## src/fpu_pkg.sv

```systemverilog
/*
 * fpu shared types: opcodes, rounding modes, exception flags
 * and the structs carried between the pipeline stages
 */
`default_nettype none

package fpu_pkg;

   // funct7 encodings, anything else decodes as add
   typedef enum logic [6:0] {
      OP_ADD = 7'b0000000,
      OP_SUB = 7'b0000100,
      OP_MUL = 7'b0001000
   } fpu_op_e;

   // risc-v static rounding modes, 5..7 fall back to rne
   typedef enum logic [2:0] {
      RM_RNE = 3'd0,
      RM_RTZ = 3'd1,
      RM_RDN = 3'd2,
      RM_RUP = 3'd3,
      RM_RMM = 3'd4
   } round_mode_e;

   typedef struct packed {
      logic nv;   // invalid
      logic dz;   // divide by zero, unused here
      logic of;
      logic uf;
      logic nx;   // inexact
   } fpu_flags_t;

   // stage 1 register
   typedef struct packed {
      fpu_op_e            op;
      round_mode_e        rm;
      logic               sign_a;
      logic               sign_b;          // already flipped for sub
      logic signed [9:0]  exp;             // max exp (add) or ea+eb-127 (mul)
      logic [26:0]        mant_a;          // 1.23 + g r s
      logic [26:0]        mant_b;
      logic               is_special;
      logic [31:0]        special_value;
      logic               special_nv;
   } unpacked_t;

   // unrounded core result
   typedef struct packed {
      logic               sign;
      logic signed [9:0]  exp;
      logic [26:0]        mant;            // 1.23 + g r s
      logic               is_zero;
      fpu_op_e            op;
      round_mode_e        rm;
   } norm_t;

   localparam logic [31:0] QNAN = 32'h7fc00000;

endpackage

`default_nettype wire

```

## src/fpu_unpack.sv

```systemverilog
/*
 * fpu input stage: decodes and classifies both operands, aligns the
 * addends, resolves special cases and registers stage 1
 */
`timescale 1ns/1ps
`default_nettype none

module fpu_unpack (
   input  logic                 clk,
   input  logic                 nrst,
   input  logic                 start,
   input  logic [31:0]          op_a,
   input  logic [31:0]          op_b,
   input  fpu_pkg::fpu_op_e     funct7,
   input  fpu_pkg::round_mode_e frm,
   output fpu_pkg::unpacked_t   s1,
   output logic                 s1_valid
);
   import fpu_pkg::*;

   fpu_op_e     op_n;
   round_mode_e rm_n;
   logic        sa;
   logic        sb;
   logic [7:0]  ea;
   logic [7:0]  eb;
   logic        a_zero, b_zero;
   logic        a_inf, b_inf;
   logic        a_nan, b_nan;
   logic        any_snan;
   logic [23:0] ma, mb;
   logic        swap;
   logic [7:0]  e_big;
   logic [7:0]  diff;
   logic [4:0]  shamt;
   logic [26:0] m_big, m_small;
   logic [53:0] wide;           // shifted small mantissa, spill below bit 27
   unpacked_t   s1_d;

   always_comb begin
      case (funct7)
         OP_SUB:  op_n = OP_SUB;
         OP_MUL:  op_n = OP_MUL;
         default: op_n = OP_ADD;
      endcase
      rm_n = (frm > RM_RMM) ? RM_RNE : frm;
   end

   assign sa = op_a[31];
   assign sb = op_b[31] ^ (op_n == OP_SUB);   // effective sign of b
   assign ea = op_a[30:23];
   assign eb = op_b[30:23];

   // zero exponent counts as zero, subnormals included
   assign a_zero = (ea == 8'd0);
   assign b_zero = (eb == 8'd0);
   assign a_inf  = (ea == 8'hff) && (op_a[22:0] == 23'd0);
   assign b_inf  = (eb == 8'hff) && (op_b[22:0] == 23'd0);
   assign a_nan  = (ea == 8'hff) && (op_a[22:0] != 23'd0);
   assign b_nan  = (eb == 8'hff) && (op_b[22:0] != 23'd0);
   assign any_snan = (a_nan && !op_a[22]) || (b_nan && !op_b[22]);

   assign ma = a_zero ? 24'd0 : {1'b1, op_a[22:0]};
   assign mb = b_zero ? 24'd0 : {1'b1, op_b[22:0]};

   // larger magnitude goes first
   assign swap    = (b_zero ? 31'd0 : op_b[30:0]) > (a_zero ? 31'd0 : op_a[30:0]);
   assign e_big   = swap ? eb : ea;
   assign diff    = swap ? (eb - ea) : (ea - eb);
   assign shamt   = (diff > 8'd27) ? 5'd27 : diff[4:0];
   assign m_big   = swap ? {mb, 3'b000} : {ma, 3'b000};
   assign m_small = swap ? {ma, 3'b000} : {mb, 3'b000};
   assign wide    = {m_small, 27'd0} >> shamt;

   always_comb begin
      s1_d = '0;
      s1_d.op = op_n;
      s1_d.rm = rm_n;
      if (op_n == OP_MUL) begin
         s1_d.sign_a = sa;
         s1_d.sign_b = sb;
         s1_d.exp    = $signed({2'b00, ea}) + $signed({2'b00, eb}) - 10'sd127;
         s1_d.mant_a = {3'b000, ma};
         s1_d.mant_b = {3'b000, mb};
         if (a_nan || b_nan) begin
            s1_d.is_special    = 1'b1;
            s1_d.special_value = QNAN;
            s1_d.special_nv    = any_snan;
         end else if ((a_inf && b_zero) || (a_zero && b_inf)) begin
            s1_d.is_special    = 1'b1;
            s1_d.special_value = QNAN;
            s1_d.special_nv    = 1'b1;
         end else if (a_inf || b_inf) begin
            s1_d.is_special    = 1'b1;
            s1_d.special_value = {sa ^ sb, 8'hff, 23'd0};
         end else if (a_zero || b_zero) begin
            s1_d.is_special    = 1'b1;
            s1_d.special_value = {sa ^ sb, 31'd0};
         end
      end else begin
         s1_d.sign_a = swap ? sb : sa;
         s1_d.sign_b = swap ? sa : sb;
         s1_d.exp    = $signed({2'b00, e_big});
         s1_d.mant_a = m_big;
         s1_d.mant_b = {wide[53:28], wide[27] | (|wide[26:0])};   // fold into sticky
         if (a_nan || b_nan) begin
            s1_d.is_special    = 1'b1;
            s1_d.special_value = QNAN;
            s1_d.special_nv    = any_snan;
         end else if (a_inf && b_inf && (sa != sb)) begin
            s1_d.is_special    = 1'b1;
            s1_d.special_value = QNAN;
            s1_d.special_nv    = 1'b1;
         end else if (a_inf || b_inf) begin
            s1_d.is_special    = 1'b1;
            s1_d.special_value = {a_inf ? sa : sb, 8'hff, 23'd0};
         end else if (a_zero && b_zero) begin
            // -0 only when both negative, or opposite signs under rdn
            s1_d.is_special    = 1'b1;
            s1_d.special_value = {(sa == sb) ? sa : (rm_n == RM_RDN), 31'd0};
         end
      end
   end

   always_ff @(posedge clk or negedge nrst) begin
      if (!nrst) begin
         s1_valid <= 1'b0;
      end else begin
         s1_valid <= start;
      end
   end

   always_ff @(posedge clk) begin
      s1 <= s1_d;
   end

endmodule

`default_nettype wire

```

## src/fpu_add_core.sv

```systemverilog
/*
 * fpu add/sub core: adds or subtracts the aligned mantissas and
 * normalises the sum, keeping guard, round and sticky
 */
`timescale 1ns/1ps
`default_nettype none

module fpu_add_core (
   input  fpu_pkg::unpacked_t s1,
   output fpu_pkg::norm_t     res
);
   import fpu_pkg::*;

   logic              eff_sub;
   logic [27:0]       sum;        // one carry bit above 1.23 grs
   logic              exact_zero;
   logic [4:0]        lz;
   logic [26:0]       shifted;

   // leading zeros of the 27-bit sum, 27 when all clear
   function automatic logic [4:0] lzc27(input logic [26:0] v);
      logic [4:0] n;
      logic       found;
      n = 5'd27;
      found = 1'b0;
      for (int i = 26; i >= 0; i--) begin
         if (!found && v[i]) begin
            n = 5'(26 - i);
            found = 1'b1;
         end
      end
      return n;
   endfunction

   assign eff_sub = s1.sign_a ^ s1.sign_b;

   // mant_a is never smaller, so no negative result
   assign sum = eff_sub ? ({1'b0, s1.mant_a} - {1'b0, s1.mant_b})
                        : ({1'b0, s1.mant_a} + {1'b0, s1.mant_b});

   assign exact_zero = (sum == 28'd0);
   assign lz         = lzc27(sum[26:0]);
   assign shifted    = sum[26:0] << lz;

   always_comb begin
      res         = '0;
      res.op      = s1.op;
      res.rm      = s1.rm;
      res.is_zero = exact_zero;
      if (exact_zero) begin
         res.sign = (s1.rm == RM_RDN);   // x - x is +0 except rdn
         res.exp  = 10'sd0;
         res.mant = 27'd0;
      end else if (sum[27]) begin
         // carry out, shift right one and keep sticky
         res.sign = s1.sign_a;
         res.exp  = $signed(s1.exp) + 10'sd1;
         res.mant = {sum[27:2], sum[1] | sum[0]};
      end else begin
         // cancellation, shift left by lz
         res.sign = s1.sign_a;
         res.exp  = $signed(s1.exp) - $signed({5'd0, lz});
         res.mant = shifted;
      end
   end

endmodule

`default_nettype wire

```

## src/fpu_mul_core.sv

```systemverilog
/*
 * fpu multiply core: 24x24 significand product with one-bit
 * normalisation and guard/round/sticky collapse
 */
`timescale 1ns/1ps
`default_nettype none

module fpu_mul_core (
   input  fpu_pkg::unpacked_t s1,
   output fpu_pkg::norm_t     res
);
   import fpu_pkg::*;

   logic [47:0] prod;     // 2.46 fixed point
   logic [23:0] m;
   logic        guard;
   logic        rnd;
   logic        sticky;

   assign prod = {24'd0, s1.mant_a[23:0]} * {24'd0, s1.mant_b[23:0]};

   always_comb begin
      if (prod[47]) begin
         // product in [2,4)
         m      = prod[47:24];
         guard  = prod[23];
         rnd    = prod[22];
         sticky = |prod[21:0];
      end else begin
         m      = prod[46:23];
         guard  = prod[22];
         rnd    = prod[21];
         sticky = |prod[20:0];
      end
   end

   // zero operands go the special path, so is_zero stays clear
   always_comb begin
      res         = '0;
      res.sign    = s1.sign_a ^ s1.sign_b;
      res.exp     = $signed(s1.exp) + $signed({9'd0, prod[47]});
      res.mant    = {m, guard, rnd, sticky};
      res.op      = s1.op;
      res.rm      = s1.rm;
   end

endmodule

`default_nettype wire

```

## src/fpu_round_pack.sv

```systemverilog
/*
 * fpu output side: picks the core result into stage 2, then rounds,
 * applies overflow/underflow and registers result, flags and ready
 */
`timescale 1ns/1ps
`default_nettype none

module fpu_round_pack (
   input  logic                 clk,
   input  logic                 nrst,
   input  fpu_pkg::unpacked_t   s1,
   input  logic                 s1_valid,
   input  fpu_pkg::norm_t       add_res,
   input  fpu_pkg::norm_t       mul_res,
   output logic [31:0]          result,
   output fpu_pkg::fpu_flags_t  flags,
   output logic                 ready
);
   import fpu_pkg::*;

   norm_t             s2_d;
   norm_t             s2;
   logic              s2_valid;
   logic              s2_special;
   logic [31:0]       s2_special_value;
   logic              s2_special_nv;

   logic              lsb, guard, rnd, sticky;
   logic              inexact;
   logic              inc;
   logic [24:0]       rounded;       // 1.23 plus carry
   logic signed [9:0] exp_r;
   logic              max_finite;
   logic [31:0]       result_d;
   fpu_flags_t        flags_d;

   assign s2_d = (s1.op == OP_MUL) ? mul_res : add_res;

   always_ff @(posedge clk or negedge nrst) begin
      if (!nrst) begin
         s2_valid <= 1'b0;
      end else begin
         s2_valid <= s1_valid;
      end
   end

   always_ff @(posedge clk) begin
      s2               <= s2_d;
      s2_special       <= s1.is_special;
      s2_special_value <= s1.special_value;
      s2_special_nv    <= s1.special_nv;
   end

   assign lsb     = s2.mant[3];
   assign guard   = s2.mant[2];
   assign rnd     = s2.mant[1];
   assign sticky  = s2.mant[0];
   assign inexact = guard | rnd | sticky;

   always_comb begin
      case (s2.rm)
         RM_RTZ:  inc = 1'b0;
         RM_RDN:  inc = s2.sign & inexact;
         RM_RUP:  inc = ~s2.sign & inexact;
         RM_RMM:  inc = guard;                          // ties away
         default: inc = guard & (rnd | sticky | lsb);   // ties to even
      endcase
   end

   assign rounded = {1'b0, s2.mant[26:3]} + {24'd0, inc};
   assign exp_r   = $signed(s2.exp) + $signed({9'd0, rounded[24]});   // renormalise

   // modes that never round past the largest finite value for this sign
   assign max_finite = (s2.rm == RM_RTZ) || ((s2.rm == RM_RDN) && !s2.sign) ||
                       ((s2.rm == RM_RUP) && s2.sign);

   always_comb begin
      flags_d = '0;
      if (s2_special) begin
         result_d   = s2_special_value;
         flags_d.nv = s2_special_nv;
      end else if (s2.is_zero) begin
         result_d = {s2.sign, 31'd0};   // exact cancellation
      end else if ($signed(s2.exp) < 10'sd1) begin
         result_d   = {s2.sign, 31'd0};   // flush
         flags_d.uf = 1'b1;
         flags_d.nx = 1'b1;
      end else if (exp_r >= 10'sd255) begin
         result_d   = max_finite ? {s2.sign, 8'hfe, 23'h7fffff} : {s2.sign, 8'hff, 23'd0};
         flags_d.of = 1'b1;
         flags_d.nx = 1'b1;
      end else begin
         result_d   = {s2.sign, exp_r[7:0], rounded[24] ? rounded[23:1] : rounded[22:0]};
         flags_d.nx = inexact;
      end
   end

   always_ff @(posedge clk or negedge nrst) begin
      if (!nrst) begin
         result <= 32'd0;
         flags  <= '0;
         ready  <= 1'b0;
      end else begin
         ready <= s2_valid;
         if (s2_valid) begin
            result <= result_d;
            flags  <= flags_d;
         end
      end
   end

endmodule

`default_nettype wire

```

## src/fpu_top.sv

```systemverilog
/*
 * three-stage binary32 fpu, add/sub/mul with risc-v rounding modes,
 * result and flags three cycles after start
 */
`timescale 1ns/1ps
`default_nettype none

module fpu_top (
   input  logic                 clk,
   input  logic                 nrst,
   input  logic                 start,
   input  logic [31:0]          op_a,
   input  logic [31:0]          op_b,
   input  fpu_pkg::fpu_op_e     funct7,
   input  fpu_pkg::round_mode_e frm,
   output logic [31:0]          result,
   output fpu_pkg::fpu_flags_t  flags,
   output logic                 ready
);
   import fpu_pkg::*;

   unpacked_t s1;
   logic      s1_valid;
   norm_t     add_res;
   norm_t     mul_res;

   fpu_unpack u_unpack (
      .clk      (clk),
      .nrst     (nrst),
      .start    (start),
      .op_a     (op_a),
      .op_b     (op_b),
      .funct7   (funct7),
      .frm      (frm),
      .s1       (s1),
      .s1_valid (s1_valid)
   );

   // both cores see every operation, selection happens downstream
   fpu_add_core u_add_core (
      .s1  (s1),
      .res (add_res)
   );

   fpu_mul_core u_mul_core (
      .s1  (s1),
      .res (mul_res)
   );

   fpu_round_pack u_round_pack (
      .clk      (clk),
      .nrst     (nrst),
      .s1       (s1),
      .s1_valid (s1_valid),
      .add_res  (add_res),
      .mul_res  (mul_res),
      .result   (result),
      .flags    (flags),
      .ready    (ready)
   );

endmodule

`default_nettype wire

```

## config.mk

```make
export PLATFORM = sky130hd
export DESIGN_NAME = fpu_top
export DESIGN_NICKNAME = d
export VERILOG_FILES = /design/src/fpu_pkg.sv /design/src/fpu_unpack.sv /design/src/fpu_add_core.sv /design/src/fpu_mul_core.sv /design/src/fpu_round_pack.sv /design/src/fpu_top.sv
export SDC_FILE = /design/constraint.sdc
export NUM_CORES = 2
export LEC_CHECK = 0
export ABC_AREA = 1
export BUFFER_PORTS_ARGS = -buffer_cell sky130_fd_sc_hd__clkbuf_2
export CAP_MARGIN = 25
export CORE_ASPECT_RATIO = 1.2
export CORE_MARGIN = 10
export CORE_UTILIZATION = 30
export CTS_BUF_LIST = sky130_fd_sc_hd__clkbuf_16
export DETAILED_ROUTE_END_ITERATION = 16
export PLACE_DENSITY_LB_ADDON = 0.3
export SLEW_MARGIN = 25
export SYNTH_ARGS = -nofsm -noshare
export SYNTH_HDL_FRONTEND = slang
export SYNTH_SLANG_ARGS = --single-unit
```

## constraint.sdc

```tcl
create_clock -name clk -period 12.4 [get_ports clk]
set_clock_uncertainty 0.2 [all_clocks]
set_input_delay 3.1 -clock clk [delete_from_list [all_inputs] [get_ports clk]]
set_output_delay 3.1 -clock clk [all_outputs]
set_load 0.01 [all_outputs]
```

==> impl_metrics.xml <==
<?xml version="1.0" encoding="UTF-8"?>
<metrics>
  <group name="pwr">
    <metric name="leakage" unit="nW">19.3</metric>
    <metric name="cellPowerDensity" unit="nW/um^2">144</metric>
    <metric name="power.ir.vdd_worst" unit="uV">72.9</metric>
  </group>
  <group name="yosys">
    <metric name="synth-seq-cells" unit="">162</metric>
    <metric name="netlist-cell-type-count" unit="">69</metric>
    <metric name="synth_flop_cell" unit="">dfxtp_1</metric>
    <metric name="yosysWarningCount" unit="">0</metric>
    <metric name="synth_edf_count" unit="">0</metric>
    <metric name="synth_cells" unit="">4830</metric>
    <metric name="seq_area_frac_synth" unit="%">10.1</metric>
    <metric name="avgSynthCellArea" unit="sq um">7.04</metric>
    <metric name="ys_async_sr_fraction" unit="%">24.1</metric>
    <metric name="syn-cell-area" unit="sq um">34000</metric>
    <metric name="synth.net_count" unit="">5668</metric>
  </group>
  <group name="floorplan">
    <metric name="boundaryPins" unit="">115</metric>
    <metric name="fp-row-count" unit="">135</metric>
    <metric name="horizontal_die_dimension" unit="um">327</metric>
    <metric name="initial_utilization" unit="%">30.2</metric>
    <metric name="overall_die_area" unit="sq um">127000</metric>
    <metric name="core_region_area" unit="sq um">113000</metric>
    <metric name="die_y" unit="um">389</metric>
  </group>
  <group name="worst_setup_path">
    <metric name="reg2reg_capture_point" unit="">u_round_pack.s2[47]</metric>
    <metric name="crit_path_end_kind" unit="">flop</metric>
    <metric name="critical_path_required" unit="ns">12.56</metric>
    <metric name="critical-path-top-delay-family" unit="">simple AND/OR/NAND/NOR gates</metric>
    <metric name="rr_worst_depth" unit="">41</metric>
    <metric name="cp_slowest_cell" unit="">clkinv_1</metric>
    <metric name="start_kind" unit="">input port</metric>
    <metric name="critical_path_depth" unit="">35</metric>
    <metric name="cpMostUsedCell" unit="">nand2_1</metric>
    <metric name="regToRegStartpoint" unit="">u_unpack.s1[67]</metric>
    <metric name="cpPeakStageDelay" unit="ns">0.99</metric>
    <metric name="critical_path.n_buffers_inverters" unit="">6</metric>
    <metric name="regToRegSetupSlack" unit="ns">2.21</metric>
    <metric name="critical_path_class" unit="">input port to flop</metric>
    <metric name="crit_arrival" unit="ns">10.42</metric>
    <metric name="worst-path-max-fanout" unit="">27</metric>
  </group>
  <group name="route">
    <metric name="avgViaCountPerCell" unit="">4.95</metric>
    <metric name="wl_per_cell" unit="um">18.5</metric>
    <metric name="detail_route.drc_violations" unit="">0</metric>
    <metric name="detailedRoute.firstIterationViolations" unit="">2543</metric>
    <metric name="drt_pass1_iterations" unit="">6</metric>
    <metric name="num_vias" unit="">31381</metric>
    <metric name="antenna_left" unit="">0</metric>
    <metric name="wirelength" unit="um">117000</metric>
  </group>
  <group name="clock_tree">
    <metric name="cts-resized-gates" unit="">0</metric>
    <metric name="cts-hold-fix-buffers" unit="">0</metric>
    <metric name="cts_tree" unit="">built</metric>
    <metric name="clockBufferDepth" unit="">2</metric>
    <metric name="root_buffer_cell" unit="">clkbuf_16</metric>
    <metric name="path_clk_slew" unit="ns">0.07</metric>
    <metric name="post-cts-setup-buffers" unit="">0</metric>
    <metric name="number_of_levels_in_the_clock_h_tree" unit="">4</metric>
    <metric name="cts-buffers-inserted" unit="">17</metric>
    <metric name="cts_sinks" unit="">162</metric>
    <metric name="clk-insertion-delay-late" unit="ns">0.47</metric>
  </group>
  <group name="cells_and_area">
    <metric name="num-nets-final" unit="">5662</metric>
    <metric name="seq_area" unit="sq um">3440</metric>
    <metric name="final_common_cell" unit="">nand2_1</metric>
    <metric name="layout_common_cells" unit="">nand2_1 (1,317), inv_1 (1,025), fa_1 (487)</metric>
    <metric name="area_growth_syn_to_layout" unit="%">8.13</metric>
    <metric name="layout-drive-gt1-share" unit="%">5.97</metric>
    <metric name="multi_input_area" unit="sq um">25800</metric>
    <metric name="layout.filler_cells" unit="">12276</metric>
  </group>
  <group name="placed_design">
    <metric name="place_hpwl" unit="um">94300</metric>
    <metric name="pre_cts_setup_slack" unit="ns">1.82</metric>
    <metric name="globalplace.congestion" unit="">0.978</metric>
    <metric name="io_buffers" unit="">113</metric>
  </group>
  <group name="timing">
    <metric name="totalNegativeSetupSlack" unit="ns">0</metric>
    <metric name="min_period_over_period" unit="%">82.8</metric>
    <metric name="tightestPinTransition" unit="ns">1.09</metric>
    <metric name="setup_violations" unit="">0</metric>
    <metric name="rsz0062_at_grt" unit="">no</metric>
    <metric name="timing.final.hold_violations" unit="">0</metric>
    <metric name="number_of_pins_exceeding_their_max_slew_limit_in_the_final_report" unit="">0</metric>
    <metric name="clock_period_minus_final_worst_setup_slack" unit="ns">10.26</metric>
    <metric name="final.setup.worst_slack" unit="ns">2.14</metric>
    <metric name="slew-limit-headroom" unit="%">27.3</metric>
    <metric name="max_freq" unit="MHz">97.4</metric>
  </group>
  <group name="global_routing">
    <metric name="grt_use_total" unit="%">18.2</metric>
    <metric name="vias_in_the_first_global_route" unit="">31568</metric>
    <metric name="grt_start_max_net_pins" unit="">53</metric>
    <metric name="gr-total-overflow" unit="">0</metric>
    <metric name="antenna_found_initial" unit="">1</metric>
    <metric name="grt_pass1_wl" unit="um">183000</metric>
  </group>
  <group name="min_path">
    <metric name="timing.hold.worst.start" unit="">u_unpack.s1[0]</metric>
    <metric name="timing.hold.worst.class" unit="">flop to flop</metric>
    <metric name="worstHoldEndpoint" unit="">u_round_pack.s2_special_nv</metric>
    <metric name="timing.hold.worst_path_depth" unit="">0</metric>
  </group>
  <group name="outcome">
    <metric name="status" unit="">finished clean</metric>
  </group>
  <group name="flow_run">
    <metric name="drv_cap" unit="">0</metric>
  </group>
</metrics>
[power breakdown]
group | total (mW) | switching, mW | internal, mW
clock | 0.546 | 0.272 | 0.273
combinational | 3.95 | 2.63 | 1.32
sequential | 0.815 | 0.142 | 0.673
total | 5.31 | 3.05 | 2.26
[flip-flops by register name (all words and copies together) (netlist names)]
name and count:
u_unpack.s1 76, u_round_pack.s2 39, u_round_pack.result 32, u_round_pack.flags 4, u_round_pack.s2_special_value 3, u_round_pack.guard 1
u_round_pack.lsb 1, u_round_pack.ready 1, u_round_pack.rnd 1, u_round_pack.s2_special 1, u_round_pack.s2_special_nv 1, u_round_pack.s2_valid 1
u_unpack.s1_valid 1
[worst reg2reg max path: cells and delay by family, from the launching register on]
family          cells  cell delay, ns
simple gates       21            2.80
fa+ha+maj           9            3.89
compound gates      5            0.87
xor+xnor            1            0.12
flops               1            1.04
buf+inv             5            1.10
[routing by layer]
metal	global-route usage [%]	wire length [um]	vias up
met3	2.24	6840	195
met4	6.37	4480	0
met5	0	0	-
li1	-	-	14809
met1	22.2	47100	15323
met2	32.5	58800	1054
[how the worst max path moves through the flow]
| stage | from | slack (ns) | endpoint |
|---|---|---|---|
| 2_1_floorplan | u_unpack.s1[37] | 4.15 | u_round_pack.s2[46] |
| 3_3_place_gp | op_b[24] | 1.88 | u_unpack.s1[34] |
| 3_5_place_dp | op_b[24] | 1.82 | u_unpack.s1[34] |
| 4_1_cts | u_unpack.s1[67] | 2.23 | u_round_pack.s2[47] |
| 5_1_grt | op_b[24] | 1.48 | u_unpack.s1[34] |
| 6_report | op_b[24] | 2.14 | u_unpack.s1[34] |
[logic make-up after synthesis]
group                      count (synthesis)  synth area share (%)
DFF                                      162                  10.1
xor gates and xnor gates                 130                  3.41
and+or+nand+nor                         2050                  25.4
adders and majority gates                761                  38.7
buffers and inverters                   1252                  14.0
AOI/OAI and AO/OA                        474                  8.32
other                                      1                0.0110
[cell usage after synthesis (all sizes together) (39+ instances only)]
| master | number | area (sq um) |
|---|---|---|
| o21ai | 147 | 736 |
| nand4 | 55 | 372 |
| a21oi | 158 | 795 |
| dfrtp | 39 | 976 |
| nor2 | 244 | 970 |
| inv | 1034 | 3880 |
| ha | 274 | 3430 |
| fa | 487 | 9750 |
| xor2 | 83 | 742 |
| nand2 | 1331 | 5050 |
| dfxtp | 123 | 2460 |
| clkbuf | 154 | 578 |
| xnor2 | 47 | 419 |
| nand3 | 340 | 1750 |
| buf | 56 | 287 |
[area by class of cell]
| cell class | count | area share (%) |
|---|---|---|
| antenna | 1 | 0.00680 |
| clock buffer | 17 | 1.16 |
| clock inverter | 15 | 0.497 |
| inverter | 1042 | 10.6 |
| multi-input combinational | 3416 | 70.2 |
| sequential | 162 | 9.35 |
| tap | 1507 | 5.13 |
| timing repair buffer | 185 | 3.01 |
[through the flow]
| stage | instances | hold slack, ns | power [mW] | util (%) | instance area [sq um] |
|---|---|---|---|---|---|
| global placement | 6312 | 0.116 | 4.74 | 32.1 | 36200 |
| finish | 6345 | 0.133 | 5.31 | 32.6 | 36800 |
| detailed placement | 6312 | 0.113 | 4.74 | 32.1 | 36200 |
| CTS | 6344 | 0.134 | 5.31 | 32.6 | 36800 |
| global route | 6344 | 0.136 | 5.81 | 32.6 | 36800 |
| floorplan | 4830 | 0.110 | 3.58 | - | 34000 |
No activity file was read; power rests on OpenSTA's default activity.
